--- src/design/hazardPkg.sv ---
// Shared types and sizes for the five-stage pipeline core; every RTL file imports it
package hazardPkg;

  ////////////////////
  // Sizes
  ////////////////////

  // Architectural register count, with register zero hardwired to zero
  localparam int numRegs = 32;
  // Scratch RAM depth in words
  localparam int ramWords = 16;
  // Low address bits that pick a RAM word
  localparam int ramAddrBits = $clog2(ramWords);

  ////////////////////
  // Base types
  ////////////////////

  typedef logic [4:0] regIdx;
  typedef logic [31:0] dataWord;

  // Operation codes carried by each micro-op
  typedef enum logic [2:0] {
    opAdd,
    opLoad,
    opStore,
    opBranch,
    opRet,
    opTrap
  } opKind;

  // Operand source in execute, encoded as 00 register, 01 writeback, 10 memory
  typedef enum logic [1:0] {
    fwdReg = 2'b00,
    fwdWb  = 2'b01,
    fwdMem = 2'b10
  } fwdSel;

  // One decoded micro-op as presented on the fetch port
  typedef struct packed {
    opKind   kind;
    regIdx   rs1;
    regIdx   rs2;
    regIdx   rd;
    dataWord imm;
  } microOp;

  // Contents of one pipeline stage register
  typedef struct packed {
    logic    valid;
    opKind   kind;
    regIdx   rs1;
    regIdx   rs2;
    regIdx   rd;
    dataWord imm;
    // Set for add and load that target a nonzero register
    logic    regWrite;
    logic    memRead;
    dataWord val1;
    dataWord val2;
    dataWord result;
  } stageDesc;

endpackage

--- src/design/dataRam.sv ---
// Memory stage scratch RAM that serves loads and stores and produces the stage result
module dataRam (
  input  logic                clk,
  input  logic                rst,
  input  hazardPkg::stageDesc memStage,
  output hazardPkg::dataWord  memResult
);
  import hazardPkg::*;

  dataWord                ram [ramWords];
  logic [ramAddrBits-1:0] addr;
  logic                   storeEn;

  // Only the low address bits matter, so the space wraps every ramWords words
  assign addr    = memStage.result[ramAddrBits-1:0];
  assign storeEn = memStage.valid && (memStage.kind == opStore);

  ////////////////////
  // Storage
  ////////////////////

  always_ff @(posedge clk) begin
    if (rst) begin
      for (int i = 0; i < ramWords; i++) begin
        ram[i] <= '0;
      end
    end else if (storeEn) begin
      // Forwarded rs2 value from execute
      ram[addr] <= memStage.val2;
    end
  end

  ////////////////////
  // Stage result
  ////////////////////

  // Loads read combinationally so the word is ready in this same cycle
  // Every other op passes its execute result on to writeback
  assign memResult = (memStage.kind == opLoad) ? ram[addr] : memStage.result;

endmodule

--- src/design/execUnit.sv ---
// Execute stage datapath with operand forwarding muxes, adder and branch compare
module execUnit (
  input  hazardPkg::stageDesc exeStage,
  input  hazardPkg::fwdSel    fwdA,
  input  hazardPkg::fwdSel    fwdB,
  input  hazardPkg::dataWord  memFwd,
  input  hazardPkg::dataWord  wbFwd,
  output hazardPkg::dataWord  exeA,
  output hazardPkg::dataWord  exeB,
  output hazardPkg::dataWord  exeResult,
  output logic                branchTaken
);
  import hazardPkg::*;

  dataWord addrSum;

  // Three-way operand source select shared by both operands
  function automatic dataWord pickOperand(fwdSel sel, dataWord stageVal,
                                          dataWord memVal, dataWord wbVal);
    dataWord picked;
    case (sel)
      fwdMem:  picked = memVal;
      fwdWb:   picked = wbVal;
      default: picked = stageVal;
    endcase
    return picked;
  endfunction

  ////////////////////
  // Operands
  ////////////////////

  assign exeA = pickOperand(fwdA, exeStage.val1, memFwd, wbFwd);
  assign exeB = pickOperand(fwdB, exeStage.val2, memFwd, wbFwd);

  ////////////////////
  // Result and resolve
  ////////////////////

  // Loads and stores address the RAM with rs1 plus the immediate
  assign addrSum = exeA + exeStage.imm;

  always_comb begin
    if (exeStage.kind == opAdd) begin
      exeResult = addrSum + exeB;
    end else begin
      exeResult = addrSum;
    end
  end

  // Branch is taken on equal operands, and only a live op may redirect
  assign branchTaken = exeStage.valid && (exeStage.kind == opBranch) && (exeA == exeB);

endmodule

--- src/design/hazard.sv ---
// Pipeline control that picks forwarding sources and raises stalls and flushes per stage
module hazard (
  input  hazardPkg::stageDesc exeStage,
  input  hazardPkg::stageDesc memStage,
  input  hazardPkg::stageDesc wbStage,
  input  hazardPkg::stageDesc decStage,
  input  logic                branchTaken,
  input  logic                inValid,
  output hazardPkg::fwdSel    fwdA,
  output hazardPkg::fwdSel    fwdB,
  output logic                stallF,
  output logic                stallD,
  output logic                flushD,
  output logic                flushE,
  output logic                flushM,
  output logic                flushW
);
  import hazardPkg::*;

  logic loadE;
  logic retM;
  logic trapM;
  logic fetchBubble;
  logic loadStall;

  // Memory stage wins over writeback since it holds the younger value
  function automatic fwdSel selectSource(regIdx src, stageDesc memS, stageDesc wbS);
    fwdSel sel;
    sel = fwdReg;
    // Register zero always reads as zero, so it is never forwarded
    if (src != '0) begin
      if (memS.valid && memS.regWrite && memS.rd == src) sel = fwdMem;
      else if (wbS.valid && wbS.regWrite && wbS.rd == src) sel = fwdWb;
    end
    return sel;
  endfunction

  ////////////////////
  // Forwarding
  ////////////////////

  assign fwdA = selectSource(exeStage.rs1, memStage, wbStage);
  assign fwdB = selectSource(exeStage.rs2, memStage, wbStage);

  ////////////////////
  // Stalls and flushes
  ////////////////////

  assign loadE       = exeStage.valid & exeStage.memRead;
  assign retM        = memStage.valid & (memStage.kind == opRet);
  assign trapM       = memStage.valid & (memStage.kind == opTrap);
  assign fetchBubble = ~inValid;

  // Hold decode one cycle when it reads the register a load in execute will write
  // A load that ret or trap is about to discard has nothing worth waiting for
  assign loadStall = loadE & ~(retM | trapM) &
                     ((decStage.rs1 == exeStage.rd) | (decStage.rs2 == exeStage.rd));

  assign stallD = loadStall;
  assign stallF = stallD | fetchBubble;

  // Taken branch kills the two younger ops, ret and trap kill three
  assign flushD = branchTaken | fetchBubble | retM | trapM;
  assign flushE = loadStall | branchTaken | retM | trapM;
  assign flushM = retM | trapM;
  // Trap also discards itself on its way into writeback
  assign flushW = trapM;

  always_comb begin
    // Branch and load share execute, so a decode stall only meets an idle-fetch flush
    assert (!(stallD && flushD && inValid))
      else $error("hazard: decode stall overlaps a control flush");
    assert (!flushW || flushM)
      else $error("hazard: writeback flushed while memory stage kept");
  end

endmodule

--- src/design/pipeRegs.sv ---
// Decode, execute, memory and writeback stage registers with stall hold and bubble insertion
module pipeRegs (
  input  logic                clk,
  input  logic                rst,
  input  hazardPkg::microOp   inOp,
  input  logic                inValid,
  input  logic                stallF,
  input  logic                stallD,
  input  logic                flushD,
  input  logic                flushE,
  input  logic                flushM,
  input  logic                flushW,
  input  hazardPkg::dataWord  readA,
  input  hazardPkg::dataWord  readB,
  input  hazardPkg::dataWord  exeA,
  input  hazardPkg::dataWord  exeB,
  input  hazardPkg::dataWord  exeResult,
  input  hazardPkg::dataWord  memResult,
  output hazardPkg::stageDesc decStage,
  output hazardPkg::stageDesc exeStage,
  output hazardPkg::stageDesc memStage,
  output hazardPkg::stageDesc wbStage
);
  import hazardPkg::*;

  logic     consumed;
  stageDesc decNext;
  stageDesc exeNext;
  stageDesc memNext;
  stageDesc wbNext;

  // The fetch port hands over an op only when it is valid and accepted
  assign consumed = inValid & ~stallF;

  ////////////////////
  // Next stage contents
  ////////////////////

  always_comb begin
    decNext          = '0;
    decNext.valid    = consumed & ~flushD;
    decNext.kind     = inOp.kind;
    decNext.rs1      = inOp.rs1;
    decNext.rs2      = inOp.rs2;
    decNext.rd       = inOp.rd;
    decNext.imm      = inOp.imm;
    // Control bits are decoded once here and ride along with the op
    decNext.regWrite = (inOp.kind == opAdd || inOp.kind == opLoad) && (inOp.rd != '0);
    decNext.memRead  = (inOp.kind == opLoad);
  end

  always_comb begin
    exeNext       = decStage;
    exeNext.valid = decStage.valid & ~flushE;
    // Register file values read during decode
    exeNext.val1  = readA;
    exeNext.val2  = readB;
  end

  always_comb begin
    memNext        = exeStage;
    memNext.valid  = exeStage.valid & ~flushM;
    // Forwarded operands, so a store carries its final data word
    memNext.val1   = exeA;
    memNext.val2   = exeB;
    memNext.result = exeResult;
  end

  always_comb begin
    wbNext        = memStage;
    wbNext.valid  = memStage.valid & ~flushW;
    wbNext.result = memResult;
  end

  ////////////////////
  // Stage registers
  ////////////////////

  // Stall takes priority, so a held op survives an idle fetch cycle
  always_ff @(posedge clk) begin
    if (rst) begin
      decStage.valid <= 1'b0;
    end else if (!stallD) begin
      decStage <= decNext;
    end
  end

  always_ff @(posedge clk) begin
    if (rst) begin
      exeStage.valid <= 1'b0;
    end else begin
      exeStage <= exeNext;
    end
  end

  always_ff @(posedge clk) begin
    if (rst) begin
      memStage.valid <= 1'b0;
    end else begin
      memStage <= memNext;
    end
  end

  always_ff @(posedge clk) begin
    if (rst) begin
      wbStage.valid <= 1'b0;
    end else begin
      wbStage <= wbNext;
    end
  end

  // A stalled decode op must reappear unchanged on the next cycle
  assert property (@(posedge clk) disable iff (rst) stallD |=> $stable(decStage))
    else $error("pipeRegs: decode stage changed during a stall");

endmodule

--- src/design/pipeTop.sv ---
// Top level of the pipeline core joining control and datapath to the fetch and writeback ports
module pipeTop (
  input  logic               clk,
  input  logic               rst,
  input  logic               inValid,
  input  hazardPkg::microOp  inOp,
  output logic               inAccept,
  output logic               wbValid,
  output hazardPkg::regIdx   wbRd,
  output hazardPkg::dataWord wbData
);
  import hazardPkg::*;

  stageDesc decStage;
  stageDesc exeStage;
  stageDesc memStage;
  stageDesc wbStage;
  fwdSel    fwdA;
  fwdSel    fwdB;
  logic     stallF;
  logic     stallD;
  logic     flushD;
  logic     flushE;
  logic     flushM;
  logic     flushW;
  logic     branchTaken;
  dataWord  readA;
  dataWord  readB;
  dataWord  exeA;
  dataWord  exeB;
  dataWord  exeResult;
  dataWord  memResult;

  ////////////////////
  // Ports
  ////////////////////

  assign inAccept = ~stallF;
  // One strobe per retiring op that writes a register
  assign wbValid  = wbStage.valid & wbStage.regWrite;
  assign wbRd     = wbStage.rd;
  assign wbData   = wbStage.result;

  ////////////////////
  // Blocks
  ////////////////////

  hazard uHazard (
    .exeStage, .memStage, .wbStage, .decStage, .branchTaken, .inValid,
    .fwdA, .fwdB, .stallF, .stallD, .flushD, .flushE, .flushM, .flushW
  );

  pipeRegs uPipeRegs (
    .clk, .rst, .inOp, .inValid, .stallF, .stallD, .flushD, .flushE, .flushM, .flushW,
    .readA, .readB, .exeA, .exeB, .exeResult, .memResult,
    .decStage, .exeStage, .memStage, .wbStage
  );

  // Decode reads while writeback writes through the same file
  regFile uRegFile (
    .clk, .rst, .rs1(decStage.rs1), .rs2(decStage.rs2), .readA, .readB,
    .we(wbValid), .wrIdx(wbStage.rd), .wrData(wbStage.result)
  );

  execUnit uExecUnit (
    .exeStage, .fwdA, .fwdB, .memFwd(memResult), .wbFwd(wbStage.result),
    .exeA, .exeB, .exeResult, .branchTaken
  );

  dataRam uDataRam (
    .clk, .rst, .memStage, .memResult
  );

endmodule

--- src/design/regFile.sv ---
// Integer register file with two read ports, one write port and same-cycle write bypass
module regFile (
  input  logic               clk,
  input  logic               rst,
  input  hazardPkg::regIdx   rs1,
  input  hazardPkg::regIdx   rs2,
  output hazardPkg::dataWord readA,
  output hazardPkg::dataWord readB,
  input  logic               we,
  input  hazardPkg::regIdx   wrIdx,
  input  hazardPkg::dataWord wrData
);
  import hazardPkg::*;

  dataWord regs [numRegs];
  logic    hitA;
  logic    hitB;

  ////////////////////
  // Write port
  ////////////////////

  always_ff @(posedge clk) begin
    if (rst) begin
      for (int i = 0; i < numRegs; i++) begin
        regs[i] <= '0;
      end
    end else if (we && wrIdx != '0) begin
      // Register zero is never written
      regs[wrIdx] <= wrData;
    end
  end

  ////////////////////
  // Read ports
  ////////////////////

  // Writeback and decode share a cycle, so decode sees the value being written
  assign hitA = we && (wrIdx == rs1);
  assign hitB = we && (wrIdx == rs2);

  assign readA = (rs1 == '0) ? '0 : (hitA ? wrData : regs[rs1]);
  assign readB = (rs2 == '0) ? '0 : (hitB ? wrData : regs[rs2]);

endmodule

--- config.mk ---
export PLATFORM = sky130hd
export DESIGN_NAME = pipeTop
export DESIGN_NICKNAME = d
export VERILOG_FILES = /design/src/design/hazardPkg.sv /design/src/design/dataRam.sv /design/src/design/execUnit.sv /design/src/design/hazard.sv /design/src/design/pipeRegs.sv /design/src/design/pipeTop.sv /design/src/design/regFile.sv
export SDC_FILE = /design/constraint.sdc
export NUM_CORES = 2
export LEC_CHECK = 0
export BUFFER_PORTS_ARGS = -buffer_cell sky130_fd_sc_hd__buf_2
export CORE_MARGIN = 3
export CORE_UTILIZATION = 30
export CTS_CLUSTER_DIAMETER = 150
export DETAILED_ROUTE_END_ITERATION = 8
export REMOVE_ABC_BUFFERS = 1
export SLEW_MARGIN = 20
export SYNTH_ARGS = -nofsm -noshare
export SYNTH_HDL_FRONTEND = slang
export SYNTH_SLANG_ARGS = --single-unit
export TNS_END_PERCENT = 100
--- constraint.sdc ---
create_clock -name clk -period 25.7 [get_ports clk]
set_input_delay 3.855 -clock clk [delete_from_list [all_inputs] [get_ports clk]]
set_output_delay 3.855 -clock clk [all_outputs]
set_load 0.03 [all_outputs]
=== Word-level counts from Yosys, hierarchy flattened ===
Memories as Yosys holds them, arrays and structs flattened. A register that Yosys moved wholly into a read port is not among the register bits.
Cells that the tools add are included.

* Eq/ne operators: 17
* Bitwise logic cells: 28
* Reduce and logical (&&, ||, !) cells: 25
* Add/sub/neg operators: 2
* Multiplexer cells: 25

{| class="wikitable"
|+ Operators with widths
! cell !! number
|-
| $mux W32 || 4
|-
| $pmux W32 S2 || 2
|-
| $add A32 B32 Y32 || 2
|-
| $reduce_or A32 Y1 || 2
|-
| $eq A32 B32 Y1 || 1
|-
| $eq A5 B5 Y1 || 6
|-
| $reduce_bool A5 Y1 || 4
|-
| $mux W1 || 12
|-
| $and A1 B1 Y1 || 11
|-
| $logic_and A1 B1 Y1 || 11
|-
| $logic_not A5 Y1 || 2
|-
| $or A1 B1 Y1 || 9
|-
| $mux W2 || 4
|-
| $mux W4 || 2
|-
| $not A1 Y1 || 8
|-
| $eq A3 B1 Y1 const B || 2
|-
| $eq A3 B2 Y1 const B || 2
|-
| $eq A3 B3 Y1 const B || 2
|-
| $logic_not A3 Y1 || 2
|-
| $mux W5 || 1
|-
| $eq A2 B1 Y1 const B || 2
|-
| $eq A2 B2 Y1 const B || 2
|-
| $logic_not A1 Y1 || 2
|-
| $reduce_and A2 Y1 || 1
|-
| $logic_or A1 B1 Y1 || 1
|}

* Memories: 2
* RAM bits: 1536
* Register bits after elaboration: 219
* Bits of input ports: 53
* Output and inout port bits: 39

{| class="wikitable"
|+ Memory list
! memory !! depth !! bits a word !! read ports !! clocked after Yosys merged registers in !! write ports !! RTL line !! text
|-
| uRegFile.regs || 32 || 32 || 2 || 2 || 32 || regFile.sv:15 || <nowiki>dataWord regs [numRegs];</nowiki>
|-
| uDataRam.ram || 16 || 32 || 1 || 1 || 16 || dataRam.sv:10 || <nowiki>dataWord ram [ramWords];</nowiki>
|}

=== Longest topological paths before layout ===
* Depth after elaboration: 14
* Mapped depth: 36
* Depth with buffers taken out: 34

=== By module ===
From an unflattened synthesis, not the netlist that was laid out.

* Cells, all modules: 7039
* Area total of the unflattened synthesis: 100940.6 µm²

{| class="wikitable"
|+ Modules (own cells, without submodules)
! module !! cells an instance !! seq. area each (µm²) !! times used !! area each (µm²)
|-
| regFile || 3740 || 30749.5 || 1 || 54722.5
|-
| dataRam || 1654 || 15374.7 || 1 || 24068.1
|-
| pipeRegs || 829 || 14013.4 || 1 || 16702.3
|-
| execUnit || 750 || 0.0 || 1 || 4986.0
|-
| hazard || 64 || 0.0 || 1 || 451.7
|-
| pipeTop || 2 || 0.0 || 1 || 10.0
|}

=== Least setup slack after synthesis ===
No wires, ideal clock.

* Path type: input -> register
* From: input rst
* To: memory uDataRam.ram[10][0] (netlist bit) (enable)
* Arrival: 16.518 ns
* Stages: 5
* Setup slack: 8.263 ns
* Cell sequence: buf_2 -> inv_1 -> clkbuf_1 -> clkbuf_1 -> o21ai_0

{| class="wikitable"
|+ RTL lines
! item !! RTL line !! text
|-
| from (decl) || pipeTop.sv:4 || <nowiki>input logic rst,</nowiki>
|-
| to (decl) || dataRam.sv:10 ||
|}

==> out/results.ini <==
[yosys]
synth_edf_count=1815
synthFlopType=edfxtp_1
synth.avg_cell_area_um2=14.13
ys_async_sr_fraction=0
synth_top_area_share=0.5795
ys_seq_elements=1823
yosys.area.top_type=edfxtp_1
synth_cell_types=88
netlist_top_cells_area=edfxtp_1 (58%), mux4_2 (13%), and2_1 (10%), mux2i_1 (3.5%), clkbuf_1 (1.9%)
synthesis.area_mm2=0.09405
ys_seq_area_frac=0.5812
synth_cells=6657
ys_warn_count=0

[hold_path]
worstHoldPathType=reg2reg

[grt]
use_met3=0.03831
grt_pass1_vias=60680
grt.busiest_layer=met2
grt.total_usage=0.1972
grtUsageMet1=0.2536
antenna_found_initial=27
grt_max_degree=132
grtUsageMet2=0.3159
grt_pass1_wl_mm=457.4
overflow=0

[pwr]
ir_drop_v=0.00004965
leakage_nw=37.87
p_sw_mw=2.096
clkPwrFrac=0.384
switching_share=0.2755
power_frac_comb=0.153
p_per_area_mw_per_mm2=71.79
power_frac_seq=0.463
p_int_mw=5.513

[floorplan]
rows=204
die_y_um=565.9
fp.dieW_um=565.9
core_area_mm2=0.3104
pin_count=92
initial_core_util=0.3030
dieArea_mm2=0.3202

[final_layout]
area_growth_pct=12.68
nets=6678
final_util=0.3414
fillers=29870
final_cells=10840
layout-drive-gt1-share=0.2026

[job]
drv_cap=0

[critical_path]
cpPeakStageDelay_ns=0.76
worstSetupEndpointType=flip-flop
cp.arrival_ns=9.71
path_class=reg2reg
cp-start-kind=flip-flop
cp_slowest_cell=buf_4
cp_max_fo=46
cp_common_cell=a221oi_1
critical_path_required_ns=26.28

[clocking]
path_clk_slew_ns=0.06
cts_resized=0
clk_path_buf_depth=4
cts_tree=built
clock-sinks=1823
post_cts_buffers=0
root_buffer=clkbuf_16
cts_buffers=202
h-tree-depth=4
clk_latency_ns=0.89
ctsHoldBuffers=0

[drt]
vias_per_cell=5.543
routed_wl_mm=324.9
vias=60090
ant_nets=0
wl_per_cell_um=29.97
drc=0
drtPass1Iterations=7
drt_iter0_drc=8199

[timing]
rsz0062_at_grt=false
fin_crit_ns=9.126
slew_headroom=0.1436
fin_crit_sh=0.3551
finalClockSkew_ns=0.08851
setup_violations=0
setup_tns_ns=0
finalHoldViolCount=0
timing.fmax_ghz=0.1096
tightestPinTransition_ns=1.271
slew_violations=0
setup_slack_ns=16.57

[placement]
numPortBuffers=91
gp_congestion=0.9095
placedCellCount=10470
place_hpwl_mm=198.0
preCtsSetupSlack_ns=16.71

[run_status]
status=finished clean

==> worst paths after layout <==
path | from | slack (ns) | cells past startpoint | to
max | flip-flop | 16.57 | 26 | uPipeRegs.memStage[30]
max reg2reg | flip-flop | 16.57 | 26 | uPipeRegs.memStage[30]
min reg2reg | uPipeRegs.decStage[108] | 0.39 | 0 | uPipeRegs.exeStage[108]
min | uPipeRegs.decStage[108] | 0.39 | 0 | uPipeRegs.exeStage[108]
==> cell type report <==
type                       count  area [um2]  area share
antenna                        9       22.52   0.0002125
clock buffer                 237        5229     0.04934
clock inverter               123        1246     0.01176
inverter                      62       240.2    0.002267
multi-input combinational   4148       37090      0.3500
sequential                  1823       54670      0.5159
tap                         4120        5155     0.04864
timing repair buffer         320        2315     0.02184
==> state kept, by name, summed over array words and instances, names as in the netlist, named ones only <==
register and flops:
uPipeRegs.wbStage 39, uPipeRegs.decStage 53, uDataRam.ram 512, uPipeRegs.exeStage 117, uRegFile.regs 1024, uPipeRegs.memStage 74
==> power by group through the flow <==
stage / clock [mW] / combinational, mW / sequential [mW]
3_5_place_dp: 0 / 1.15 / 3.58
6_report: 2.92 / 1.16 / 3.52
3_3_place_gp: 0 / 1.14 / 3.57
4_1_cts: 2.97 / 1.15 / 3.52
5_1_grt: 3.08 / 1.22 / 3.53
2_1_floorplan: 0 / 0.667 / 3.65
==> critical path: cells and delay by family (launching register included) <==
| family | cells | cell delay (ns) |
|---|---|---|
| AO/OA/AOI/OAI | 17 | 4.95 |
| buffers and inverters | 2 | 1.43 |
| adder cells (fa/ha/maj) | 2 | 0.76 |
| flip-flops | 1 | 0.55 |
| multiplexers | 2 | 0.53 |
| AND/OR/NAND/NOR | 3 | 0.53 |
==> cell usage after synthesis, drive strengths merged (25+ instances only) <==
library cell	number
nand2	182
mux4	531
o21ai	133
a221o	27
and2	1517
inv	62
mux2i	329
o22ai	65
nand2b	48
clkbuf	471
a21o	29
a211oi	61
buf	184
ha	66
nor2	202
o211ai	45
a22oi	67
o221ai	32
nor3	26
nand3	25
xor2	36
a221oi	60
mux2	81
a21oi	250
edfxtp	1815
xnor2	74
==> per-layer routing <==
metal	wire length, um	vias to the layer above
met3	29580	728
li1	-	24940
met2	151900	3297
met5	58	-
met4	18880	10
met1	124600	31120
==> per-stage QoR <==
stage | hold WS, ns | total power [mW] | area [um2]
after floorplan | 0.4003 | 4.316 | 91280
after global placement | 0.4056 | 4.712 | 99470
after detailed placement | 0.4045 | 4.729 | 99470
after CTS | 0.3935 | 7.636 | 105900
after global routing | 0.4134 | 7.831 | 106000
final | 0.3933 | 7.608 | 106000
==> kinds of logic after synthesis <==
group,after synthesis,synth area share
flip-flops,1823,0.5812
other,1,0.00003987
multiplexers,941,0.1720
AO/OA/AOI/OAI,902,0.06475
XOR/XNOR,110,0.01024
buffers and inverters,717,0.03313
AND/OR/NAND/NOR,2095,0.1294
adder cells (fa/ha/maj),68,0.009206
==> placed cells by master (no fill, tap or decap), drive strengths merged, types with 61 or more instances in the layout <==
cell and instances:
a211oi 61, nand2 182, mux2i 329, ha 66
and2 1517, o22ai 65, mux2 81, edfxtp 1815
clkbuf 237, xnor2 74, nor2 202, o21ai 133
mux4 531, a22oi 67, buf 320, inv 65
clkinv 91, a21oi 250
(Power assumes the default switching activity.)
